$ cat src/common/ooo_pkg.sv
package ooo_pkg;

    //////////////////////////////
    // widths and sizes
    //////////////////////////////

    localparam int xlen       = 32;  // data word
    localparam int prf_len    = 6;   // physical register tag
    localparam int rob_len    = 5;   // reorder buffer index
    localparam int rs_size    = 4;   // entries per station
    localparam int rs_len     = 2;   // entry index width
    localparam int mul_stages = 3;   // multiplier latency in cycles

    //////////////////////////////
    // operation encodings
    //////////////////////////////

    // integer alu ops
    typedef enum logic [2:0] {
        alu_add,
        alu_sub,
        alu_and,
        alu_or,
        alu_xor,
        alu_slt,   // signed compare, 1 or 0
        alu_sll,
        alu_srl
    } alu_op_t;

    // multiply ops, low word or high word of the 64-bit product
    typedef enum logic [1:0] {
        mul_mul,     // low word
        mul_mulh,    // high, signed x signed
        mul_mulhsu,  // high, signed x unsigned
        mul_mulhu    // high, unsigned x unsigned
    } mul_op_t;

    // lane steering
    typedef enum logic {
        fu_alu,
        fu_mul
    } fu_sel_t;

    //////////////////////////////
    // buses
    //////////////////////////////

    // source operand; value field holds the tag while not ready
    typedef struct packed {
        logic            ready;
        logic [xlen-1:0] value;
    } operand_t;

    // renamed instruction from dispatch
    typedef struct packed {
        fu_sel_t            fu_sel;
        alu_op_t            alu_op;
        mul_op_t            mul_op;
        operand_t           opa;
        operand_t           opb;
        logic [prf_len-1:0] dest_preg;
        logic [rob_len-1:0] rob_idx;
    } dispatch_t;

    // one broadcast on the common data bus
    typedef struct packed {
        logic [prf_len-1:0] dest_preg;
        logic [rob_len-1:0] rob_idx;
        logic [xlen-1:0]    value;
    } cdb_t;

    // station output for the alu lane
    typedef struct packed {
        alu_op_t            op;
        logic [xlen-1:0]    opa;
        logic [xlen-1:0]    opb;
        logic [prf_len-1:0] dest_preg;
        logic [rob_len-1:0] rob_idx;
    } alu_issue_t;

    // station output for the multiply lane, same field order
    typedef struct packed {
        mul_op_t            op;
        logic [xlen-1:0]    opa;
        logic [xlen-1:0]    opb;
        logic [prf_len-1:0] dest_preg;
        logic [rob_len-1:0] rob_idx;
    } mul_issue_t;

    // unit result toward the arbiter
    typedef struct packed {
        logic valid;
        cdb_t cdb;
    } result_t;

endpackage

$ cat src/logic/alu_unit.sv
module alu_unit (
    input  logic                clock,
    input  logic                arst_n,
    input  logic                flush,
    input  logic                issue_valid,
    input  ooo_pkg::alu_issue_t issue_pkt,
    input  logic                grant,    // arbiter took the held result
    output ooo_pkg::result_t    result,
    output logic                free      // station may issue this cycle
);

    logic [ooo_pkg::xlen-1:0] alu_out;
    logic                     hold_valid;
    ooo_pkg::cdb_t            hold_cdb;

    //////////////////////////////
    // datapath
    //////////////////////////////

    always_comb begin
        case (issue_pkt.op)
            ooo_pkg::alu_add: alu_out = issue_pkt.opa + issue_pkt.opb;
            ooo_pkg::alu_sub: alu_out = issue_pkt.opa - issue_pkt.opb;
            ooo_pkg::alu_and: alu_out = issue_pkt.opa & issue_pkt.opb;
            ooo_pkg::alu_or:  alu_out = issue_pkt.opa | issue_pkt.opb;
            ooo_pkg::alu_xor: alu_out = issue_pkt.opa ^ issue_pkt.opb;
            ooo_pkg::alu_slt: // signed less-than
                alu_out = {{(ooo_pkg::xlen-1){1'b0}},
                           $signed(issue_pkt.opa) < $signed(issue_pkt.opb)};
            ooo_pkg::alu_sll:
                alu_out = issue_pkt.opa << issue_pkt.opb[$clog2(ooo_pkg::xlen)-1:0];
            ooo_pkg::alu_srl:
                alu_out = issue_pkt.opa >> issue_pkt.opb[$clog2(ooo_pkg::xlen)-1:0];
            default: alu_out = '0;
        endcase
    end

    //////////////////////////////
    // holding register
    //////////////////////////////

    always_ff @(posedge clock or negedge arst_n) begin
        if (!arst_n) begin
            hold_valid <= 1'b0;
        end else if (flush) begin
            hold_valid <= 1'b0;   // result in flight is dropped
        end else if (issue_valid) begin
            hold_valid <= 1'b1;   // only arrives when the old one left
        end else if (grant) begin
            hold_valid <= 1'b0;
        end
    end

    always_ff @(posedge clock) begin
        if (issue_valid) hold_cdb <= {issue_pkt.dest_preg, issue_pkt.rob_idx, alu_out};
    end

    assign result = {hold_valid, hold_cdb};

    // an issue already on its way fills the register next cycle, so wait for it
    assign free = !issue_valid && (!hold_valid || grant);

endmodule

$ cat src/logic/cdb_arbiter.sv
module cdb_arbiter (
    input  ooo_pkg::result_t mul_result,  // never stalls, always first
    input  ooo_pkg::result_t alu_result,  // waits in its holding register
    output logic             cdb_valid,
    output ooo_pkg::cdb_t    cdb,
    output logic             alu_grant
);

    //////////////////////////////
    // fixed priority, mul over alu
    //////////////////////////////

    // any lane with a result puts it on the bus
    assign cdb_valid = mul_result.valid || alu_result.valid;

    // payload mux
    always_comb begin
        if (mul_result.valid) begin
            cdb = mul_result.cdb;
        end else begin
            cdb = alu_result.cdb;   // also the idle value, qualified by cdb_valid
        end
    end

    // alu leaves its register only when it actually drove the bus
    assign alu_grant = alu_result.valid && !mul_result.valid;

endmodule

$ cat src/logic/issue_cluster.sv
module issue_cluster (
    input  logic               clock,
    input  logic               arst_n,
    input  logic               flush,
    input  logic               dispatch_valid,
    input  ooo_pkg::dispatch_t dispatch,
    output logic               alu_full,
    output logic               mul_full,
    output logic               cdb_valid,
    output ooo_pkg::cdb_t      cdb
);

    logic                alu_enable;
    logic                mul_enable;
    logic                alu_issue_valid;
    logic                mul_issue_valid;
    ooo_pkg::alu_issue_t alu_issue_pkt;
    ooo_pkg::mul_issue_t mul_issue_pkt;
    logic                alu_free;
    logic                alu_grant;
    ooo_pkg::result_t    alu_result;
    ooo_pkg::result_t    mul_result;

    // steer dispatch by lane
    assign alu_enable = dispatch_valid && (dispatch.fu_sel == ooo_pkg::fu_alu);
    assign mul_enable = dispatch_valid && (dispatch.fu_sel == ooo_pkg::fu_mul);

    //////////////////////////////
    // alu lane
    //////////////////////////////

    rs_station #(.payload_t(ooo_pkg::alu_op_t), .issue_t(ooo_pkg::alu_issue_t)) alu_rs_i (
        .clock       (clock),
        .arst_n      (arst_n),
        .flush       (flush),
        .enable      (alu_enable),
        .entry_in    (dispatch),
        .entry_op    (dispatch.alu_op),
        .unit_free   (alu_free),
        .cdb_valid   (cdb_valid),
        .cdb         (cdb),
        .issue_valid (alu_issue_valid),
        .issue_pkt   (alu_issue_pkt),
        .full        (alu_full)
    );

    alu_unit alu_unit_i (
        .clock       (clock),
        .arst_n      (arst_n),
        .flush       (flush),
        .issue_valid (alu_issue_valid),
        .issue_pkt   (alu_issue_pkt),
        .grant       (alu_grant),
        .result      (alu_result),
        .free        (alu_free)
    );

    //////////////////////////////
    // mul lane
    //////////////////////////////

    rs_station #(.payload_t(ooo_pkg::mul_op_t), .issue_t(ooo_pkg::mul_issue_t)) mul_rs_i (
        .clock       (clock),
        .arst_n      (arst_n),
        .flush       (flush),
        .enable      (mul_enable),
        .entry_in    (dispatch),
        .entry_op    (dispatch.mul_op),
        .unit_free   (1'b1),             // pipeline never stalls
        .cdb_valid   (cdb_valid),
        .cdb         (cdb),
        .issue_valid (mul_issue_valid),
        .issue_pkt   (mul_issue_pkt),
        .full        (mul_full)
    );

    mul_unit mul_unit_i (
        .clock       (clock),
        .arst_n      (arst_n),
        .flush       (flush),
        .issue_valid (mul_issue_valid),
        .issue_pkt   (mul_issue_pkt),
        .result      (mul_result)
    );

    // merge onto the cdb, which loops back to both stations
    cdb_arbiter cdb_arbiter_i (
        .mul_result (mul_result),
        .alu_result (alu_result),
        .cdb_valid  (cdb_valid),
        .cdb        (cdb),
        .alu_grant  (alu_grant)
    );

endmodule

$ cat src/logic/mul_unit.sv
module mul_unit (
    input  logic                clock,
    input  logic                arst_n,
    input  logic                flush,
    input  logic                issue_valid,
    input  ooo_pkg::mul_issue_t issue_pkt,
    output ooo_pkg::result_t    result
);

    logic [ooo_pkg::mul_stages-1:0] vld;  // one valid bit per stage

    // stage 1, extended operands
    logic signed [ooo_pkg::xlen:0]  s1_a;
    logic signed [ooo_pkg::xlen:0]  s1_b;
    ooo_pkg::mul_op_t               s1_op;
    logic [ooo_pkg::prf_len-1:0]    s1_dest;
    logic [ooo_pkg::rob_len-1:0]    s1_rob;

    // stage 2, full product
    logic [2*ooo_pkg::xlen-1:0]     s2_prod;
    ooo_pkg::mul_op_t               s2_op;
    logic [ooo_pkg::prf_len-1:0]    s2_dest;
    logic [ooo_pkg::rob_len-1:0]    s2_rob;

    // stage 3, selected word
    logic [ooo_pkg::xlen-1:0]       s3_value;
    logic [ooo_pkg::prf_len-1:0]    s3_dest;
    logic [ooo_pkg::rob_len-1:0]    s3_rob;

    logic                           sign_a;
    logic                           sign_b;

    // a is signed except for mulhu, b only for mul and mulh
    assign sign_a = (issue_pkt.op != ooo_pkg::mul_mulhu) && issue_pkt.opa[ooo_pkg::xlen-1];
    assign sign_b = ((issue_pkt.op == ooo_pkg::mul_mul) || (issue_pkt.op == ooo_pkg::mul_mulh))
                    && issue_pkt.opb[ooo_pkg::xlen-1];

    always_ff @(posedge clock or negedge arst_n) begin
        if (!arst_n) begin
            vld <= '0;
        end else if (flush) begin
            vld <= '0;                 // kill all three in flight
        end else begin
            vld <= {vld[ooo_pkg::mul_stages-2:0], issue_valid};
        end
    end

    //////////////////////////////
    // payload pipeline
    //////////////////////////////

    always_ff @(posedge clock) begin
        s1_a    <= {sign_a, issue_pkt.opa};
        s1_b    <= {sign_b, issue_pkt.opb};
        s1_op   <= issue_pkt.op;
        s1_dest <= issue_pkt.dest_preg;
        s1_rob  <= issue_pkt.rob_idx;

        s2_prod <= s1_a * s1_b;        // 66-bit signed, low 64 kept
        s2_op   <= s1_op;
        s2_dest <= s1_dest;
        s2_rob  <= s1_rob;

        s3_value <= (s2_op == ooo_pkg::mul_mul) ? s2_prod[ooo_pkg::xlen-1:0]
                                                : s2_prod[2*ooo_pkg::xlen-1:ooo_pkg::xlen];
        s3_dest  <= s2_dest;
        s3_rob   <= s2_rob;
    end

    assign result = {vld[ooo_pkg::mul_stages-1], s3_dest, s3_rob, s3_value};

endmodule

$ cat src/rs/rs_station.sv
module rs_station #(
    parameter type payload_t = ooo_pkg::alu_op_t,     // lane op encoding
    parameter type issue_t   = ooo_pkg::alu_issue_t   // lane issue packet
) (
    input  logic               clock,
    input  logic               arst_n,
    input  logic               flush,      // mispredict, empties all entries
    input  logic               enable,     // dispatch strobe for this lane
    input  ooo_pkg::dispatch_t entry_in,
    input  payload_t           entry_op,   // lane op, picked out of entry_in by the top
    input  logic               unit_free,  // unit can take an issue next cycle
    input  logic               cdb_valid,
    input  ooo_pkg::cdb_t      cdb,
    output logic               issue_valid, // one-cycle pulse per issued entry
    output issue_t             issue_pkt,
    output logic               full
);

    // one waiting instruction
    typedef struct packed {
        payload_t                    op;
        ooo_pkg::operand_t           opa;
        ooo_pkg::operand_t           opb;
        logic [ooo_pkg::prf_len-1:0] dest_preg;
        logic [ooo_pkg::rob_len-1:0] rob_idx;
    } entry_t;

    entry_t                      entries [ooo_pkg::rs_size];
    logic [ooo_pkg::rs_size-1:0] free_mask;   // 1 = slot empty
    logic [ooo_pkg::rs_len:0]    count;       // occupied slots
    logic [ooo_pkg::rs_size-1:0] req;         // ready to go and unit free
    logic [ooo_pkg::rs_len-1:0]  free_idx;    // slot for the next dispatch
    logic [ooo_pkg::rs_len-1:0]  issue_idx;   // slot chosen to issue
    logic                        issue_fire;

    // capture a broadcast into a waiting operand, tag sits in the low bits
    function automatic ooo_pkg::operand_t wake(input ooo_pkg::operand_t opnd,
                                               input logic             bvalid,
                                               input ooo_pkg::cdb_t    bus);
        ooo_pkg::operand_t res;
        res = opnd;
        if (bvalid && !opnd.ready &&
            (opnd.value[ooo_pkg::prf_len-1:0] == bus.dest_preg)) begin
            res.ready = 1'b1;
            res.value = bus.value;
        end
        return res;
    endfunction

    assign full = (count == (ooo_pkg::rs_len + 1)'(ooo_pkg::rs_size));

    //////////////////////////////
    // slot selection
    //////////////////////////////

    // lowest free slot wins
    always_comb begin
        free_idx = '0;
        for (int i = ooo_pkg::rs_size - 1; i >= 0; i--) begin
            if (free_mask[i]) free_idx = i[ooo_pkg::rs_len-1:0];
        end
    end

    // both operands ready in an occupied slot
    always_comb begin
        for (int k = 0; k < ooo_pkg::rs_size; k++) begin
            req[k] = !free_mask[k] && entries[k].opa.ready && entries[k].opb.ready &&
                     unit_free;
        end
    end

    // lowest ready slot issues
    always_comb begin
        issue_idx = '0;
        for (int j = ooo_pkg::rs_size - 1; j >= 0; j--) begin
            if (req[j]) issue_idx = j[ooo_pkg::rs_len-1:0];
        end
    end

    assign issue_fire = |req;

    //////////////////////////////
    // control state
    //////////////////////////////

    always_ff @(posedge clock or negedge arst_n) begin
        if (!arst_n) begin
            free_mask   <= '1;
            count       <= '0;
            issue_valid <= 1'b0;
        end else if (flush) begin
            free_mask   <= '1;  // drop everything waiting
            count       <= '0;
            issue_valid <= 1'b0;
        end else begin
            count <= count + {{ooo_pkg::rs_len{1'b0}}, enable}
                           - {{ooo_pkg::rs_len{1'b0}}, issue_fire};
            if (enable) free_mask[free_idx] <= 1'b0;  // claim
            if (issue_fire) free_mask[issue_idx] <= 1'b1;  // release on issue
            issue_valid <= issue_fire;
        end
    end

    //////////////////////////////
    // entry storage and wakeup
    //////////////////////////////

    always_ff @(posedge clock) begin
        // waiting operands snoop the cdb
        for (int t = 0; t < ooo_pkg::rs_size; t++) begin
            if (!free_mask[t]) begin
                entries[t].opa <= wake(entries[t].opa, cdb_valid, cdb);
                entries[t].opb <= wake(entries[t].opb, cdb_valid, cdb);
            end
        end
        // new entry, same-cycle broadcast caught on the way in
        if (enable) begin
            entries[free_idx].op        <= entry_op;
            entries[free_idx].opa       <= wake(entry_in.opa, cdb_valid, cdb);
            entries[free_idx].opb       <= wake(entry_in.opb, cdb_valid, cdb);
            entries[free_idx].dest_preg <= entry_in.dest_preg;
            entries[free_idx].rob_idx   <= entry_in.rob_idx;
        end
    end

    // issue packet, qualified by issue_valid
    always_ff @(posedge clock) begin
        if (issue_fire) begin
            issue_pkt.op        <= entries[issue_idx].op;
            issue_pkt.opa       <= entries[issue_idx].opa.value;
            issue_pkt.opb       <= entries[issue_idx].opb.value;
            issue_pkt.dest_preg <= entries[issue_idx].dest_preg;
            issue_pkt.rob_idx   <= entries[issue_idx].rob_idx;
        end
    end

endmodule

$ cat config.mk
export PLATFORM = sky130hd
export DESIGN_NAME = issue_cluster
export DESIGN_NICKNAME = d
export VERILOG_FILES = /design/src/common/ooo_pkg.sv /design/src/logic/alu_unit.sv /design/src/logic/cdb_arbiter.sv /design/src/logic/issue_cluster.sv /design/src/logic/mul_unit.sv /design/src/rs/rs_station.sv
export SDC_FILE = /design/constraint.sdc
export NUM_CORES = 2
export LEC_CHECK = 0
export ABC_CLOCK_PERIOD_IN_PS = 20100
export BUFFER_PORTS_ARGS = -buffer_cell sky130_fd_sc_hd__buf_4
export CAP_MARGIN = 40
export CORE_MARGIN = 5
export CORE_UTILIZATION = 46
export DETAILED_ROUTE_END_ITERATION = 8
export PLACE_DENSITY = 0.69
export SYNTH_ARGS = -nofsm -noshare
export SYNTH_HDL_FRONTEND = slang
export SYNTH_SLANG_ARGS = --single-unit
$ cat constraint.sdc
create_clock -name clock -period 20.1 [get_ports clock]
set_input_delay 6.03 -clock clock [delete_from_list [all_inputs] [get_ports clock]]
set_output_delay 6.03 -clock clock [all_outputs]
set_load 0.005 [all_outputs]
### Word level (Yosys, flattened, before mapping)

Memory sizes are Yosys's and may differ from the RTL's. A register that Yosys moved wholly into a read port is not among the register bits.
Index checks and enable logic that the tools add are counted.

* add/subtract/negate cells: 6
* multipliers: 1
* magnitude comparators: 9
* eq/ne operators: 29
* shifts and indexed selects: 2
* multiplexer cells: 93
* bitwise gates (word level): 10
* reduce and logical (&&, ||, !) cells: 104

Operators by type and width (number)
* $mux 33: 38
* $pmux 32 s8: 1
* $eq 6x6->1: 18
* $logic_and 1x1->1: 66
* $mul 33x33->64: 1
* $mux 43: 1
* $add 32x32->32: 1
* $and 32x32->32: 1
* $lt 32x32->1: 1
* $mux 2: 16
* $mux 32: 1
* $mux 4: 8
* $or 32x32->32: 1
* $shl 32x5->32: 1
* $shr 32x5->32: 1
* $sub 32x32->32: 1
* $xor 32x32->32: 1
* $logic_not 1->1: 29
* $mux 1: 21
* $eq 3x3->1 const B: 6
* $lt 2x3->1 const B: 4
* $mux 3: 3
* $and 4x4->4: 2
* $demux 1 s2: 4
* 15 further kinds: 27

* flip-flop bits (word level): 262
* bits in writable memories: 636
* input bits: 87
* output and inout bits: 46
* word-level logic and storage cells: 279
* memories: 2

Memories
* alu_rs_i.entries: words 4, bits a word 80, rd ports 5, clocked after memory_dff 1, wr ports 5, line rs_station.sv:28 `entry_t entries [ooo_pkg::rs_size];`
* mul_rs_i.entries: words 4, bits a word 79, rd ports 5, clocked after memory_dff 1, wr ports 5, line rs_station.sv:28

### Depth between registers and ports, before layout

* depth after elaboration: 16
* gate-level depth with buffers: 29

### By module

A second synthesis with hierarchy kept.

* cell total of the unflattened synthesis: 8111
* area, all modules: 90031.3 um^2

By module, submodules not included
* mul_unit: instances 1, cells an instance 4363, area each 42721.0 um^2, sequential area each 4058.9 um^2
* rs_station at alu_rs_i: instances 1, cells an instance 1214, area each 18636.6 um^2, sequential area each 12156.7 um^2
* rs_station at mul_rs_i: instances 1, cells an instance 1204, area each 18305.1 um^2, sequential area each 12006.5 um^2
* alu_unit: instances 1, cells an instance 1277, area each 9618.0 um^2, sequential area each 1316.3 um^2
* cdb_arbiter: instances 1, cells an instance 50, area each 730.7 um^2, sequential area each 0.0 um^2
* issue_cluster: instances 1, cells an instance 3, area each 20.0 um^2, sequential area each 0.0 um^2

### Least setup slack after synthesis

Ideal clock, no wire load.

* path type: input to register
* from: input dispatch_valid
* to: memory mul_rs_i.entries[0][11] in the netlist's numbering (enable)
* library setup time: 438 ps
* data arrival time: 8237 ps
* required time: 19662 ps
* slack: 11425 ps
* stages: 5
* buffers on the path: 1
* path through: nand2_1 inv_1 o21ai_1 clkbuf_1 a22oi_1

RTL lines
* start: declaration: line issue_cluster.sv:5 `input logic dispatch_valid,`
* end: declaration: line rs_station.sv:28

==> results.yml <==
status:
  run_status: "completed"
sta:
  fin_skew_ps: 51.38
  relSlewSlack_pct: 32.90
  rsz0062_at_grt: "false"
  timing.final.crit_share_pct: 45.69
  holdWs_ps: 325.9
  worst_slack_ps: 10920
  hold_viol_final: 0
  final.setup.tns_ps: 0
  max_freq_mhz: 108.9
  tightestPinTransition_ps: 1006
  fin_crit_ps: 9184
  drv_slew: 0
  setup_viol: 0
clock_tree:
  insertion_delay_ps: 700
  cts.path.max_buffers: 3
  postCtsSetupRepairBufs: 0
  cts-root-buf: "clkbuf_16"
  htreeDepth: 3
  cts_sinks: 1053
  ctsResizeCount: 0
  cts_buffers: 104
  path_clk_slew_ps: 60
  cts_tree: "done"
  postCtsHoldBufs: 0
cells_and_area:
  multiInputGateArea_um2: 51690
  seq_area_um2: 29550
  fillerInstances: 16900
  drive_gt1_share_pct: 8.152
  finalNetCount: 9842
  area_growth_pct: 8.474
global_routing:
  overflow: 0
  grt.total_usage_pct: 27.31
  grt_pass1_wl_um: 409100
  grt_pass1_vias: 65560
  grt_max_degree: 77
  antenna_found_initial: 13
critical_path:
  path_max_fanout: 24
  critPathRequiredTime_ps: 14070
  cp_data_arrival_time_ps: 3150
  critPathKind: "reg -> out"
  critical_path.endpoint_type: "output pin"
  worstReg2RegStart: "mul_unit_i.s1_b[3]"
  cp-startpoint: "mul_unit_i.vld[2]"
  setup.worst_path.start_class: "flop"
synthesis:
  syn_inst: 8436
  synth.area.top_cells: "edfxtp_1, fa_1, inv_1"
  syn-num-nets: 9965
  synth_area_um2: 87680
  ys_warn_count: 0
  async_flop_share_pct: 1.899
  netlist.area_leader.share_pct: 28.56
  synthFlopType: "edfxtp_1"
  synth-seq-cells: 1053
  synth_area_per_cell_um2: 10.39
  yosys.area.top_type: "edfxtp_1"
  synth_cell_types: 88
  synth.most_common_cell: "inv_1"
  synth_edf_count: 834
  ys_seq_area_share_pct: 33.69
  yosys-top-cells-count: "inv_1, fa_1, nand2_1"
placement:
  numPortBuffers: 132
  dp_slack_ps: 11180
  place_congestion: 0.9896
  dpl.hpwl_um: 199800
route:
  drt_pre_antenna_iters: 6
  drc_errors: 0
  wire_per_inst_um: 24.95
  drt_wl_total_um: 272400
  drt_iter0_markers: 6617
  postRouteAntennaNets: 0
  via_count: 63630
  via_per_inst: 5.828
floorplan:
  dieArea_um2: 199400
  dieHeight_um: 446.6
  die_w_um: 446.6
  fp-row-count: 160
  coreArea_um2: 189800
  io-pin-count: 133
  start_util_pct: 46.20
worst_hold_path:
  holdCritStartpoint: "mul_unit_i.s1_dest[4]"
  hold_class: "reg -> reg"
run:
  maxCapViolCount: 0
worst max-delay path: stages, from the launching register on:
cell and delay (ps):
dfrtp_2 970, buf_4 580, mux2i_4 300, buf_4 360, inv_1 80, buf_4 150
routing by layer:
metal	part of all wire, %	global-route usage (%)
met5	0.018	0
met4	6.3	14.47
met3	9.5	4.679
met2	46	43.69
met1	38	35.78
cell families (layout without fill, tap and decap cells):
group                    count (synthesis)  after routing  share of synthesized area (%)
flip-flops                            1053           1053                          33.69
adder cells (fa/ha/maj)               1442           1442                          30.25
AO/OA/AOI/OAI                         1501           1501                          10.36
buffers and inverters                 1797           1764                          7.775
XOR/XNOR                               193            193                          1.928
other                                    0              5                              0
AND/OR/NAND/NOR                       2136           2136                          11.70
multiplexers                           314            314                          4.295
worst paths after layout:
| path | end | slack (ps) | cells past startpoint |
|---|---|---|---|
| min in group asynchronous | mul_unit_i.vld[2] | 5230 | 1 |
| max reg2reg | mul_unit_i.s2_prod[63] | 11420 | 23 |
| max | cdb[41] | 10920 | 5 |
| max in group asynchronous | mul_rs_i.free_mask[3] | 14570 | 1 |
| min reg2reg | mul_unit_i.s2_dest[4] | 330 | 0 |
| min | mul_unit_i.s2_dest[4] | 330 | 0 |
cells in the final DEF (no fill, tap or decap), types with 18 or more instances in the layout:
master,count
inv_1,1262
fa_1,1129
nand2_1,1039
edfxtp_1,834
o21ai_0,685
and2_1,647
ha_1,313
buf_4,293
a21oi_1,220
dfxtp_1,192
mux2i_1,188
nor2_1,176
xnor2_1,120
a211oi_1,110
clkbuf_16,107
a31oi_1,98
a22oi_1,87
mux2_2,78
xor2_1,73
nor3_1,60
nor2b_1,54
a21o_1,45
o22ai_1,43
mux4_2,42
nand4_1,34
o21bai_1,30
nand2b_1,23
a221oi_1,23
nand3_1,19
clkinv_2,19
clkbuf_1,18
clkbuf_8,18
final cells by class:
type | count | area share, %
repair buffers | 304 | 2.530
well taps | 2511 | 3.303
inverters | 1264 | 4.989
clock inverters | 52 | 0.5881
clock buffers | 144 | 3.152
diodes | 5 | 0.01316
multi-input cells | 5586 | 54.35
flip-flops and latches | 1053 | 31.07
flip-flops by register name (all words and copies together), names as in the netlist, 32 cells and up:
signal and cells:
alu_rs_i.issue_pkt 78, alu_rs_i.entries 320, alu_unit_i.result 43, mul_unit_i.s1_a 33
mul_unit_i.s3_value 32, mul_rs_i.entries 316, mul_unit_i.s2_prod 64, mul_unit_i.s1_b 33
mul_rs_i.issue_pkt 77
per-stage QoR:
step / instance area (µm²) / cells / util [%]
after floorplan: 87680 / 8436 / -
after global placement: 91290 / 10700 / 48.10
after detailed placement: 91540 / 10720 / 48.23
after CTS: 95090 / 10910 / 50.11
after global routing: 95090 / 10910 / 50.11
final: 95110 / 10920 / 50.11
Power is left out: the tool's default activity adds up to more than one toggle a clock period on the data nets, which glitch-free logic cannot reach.
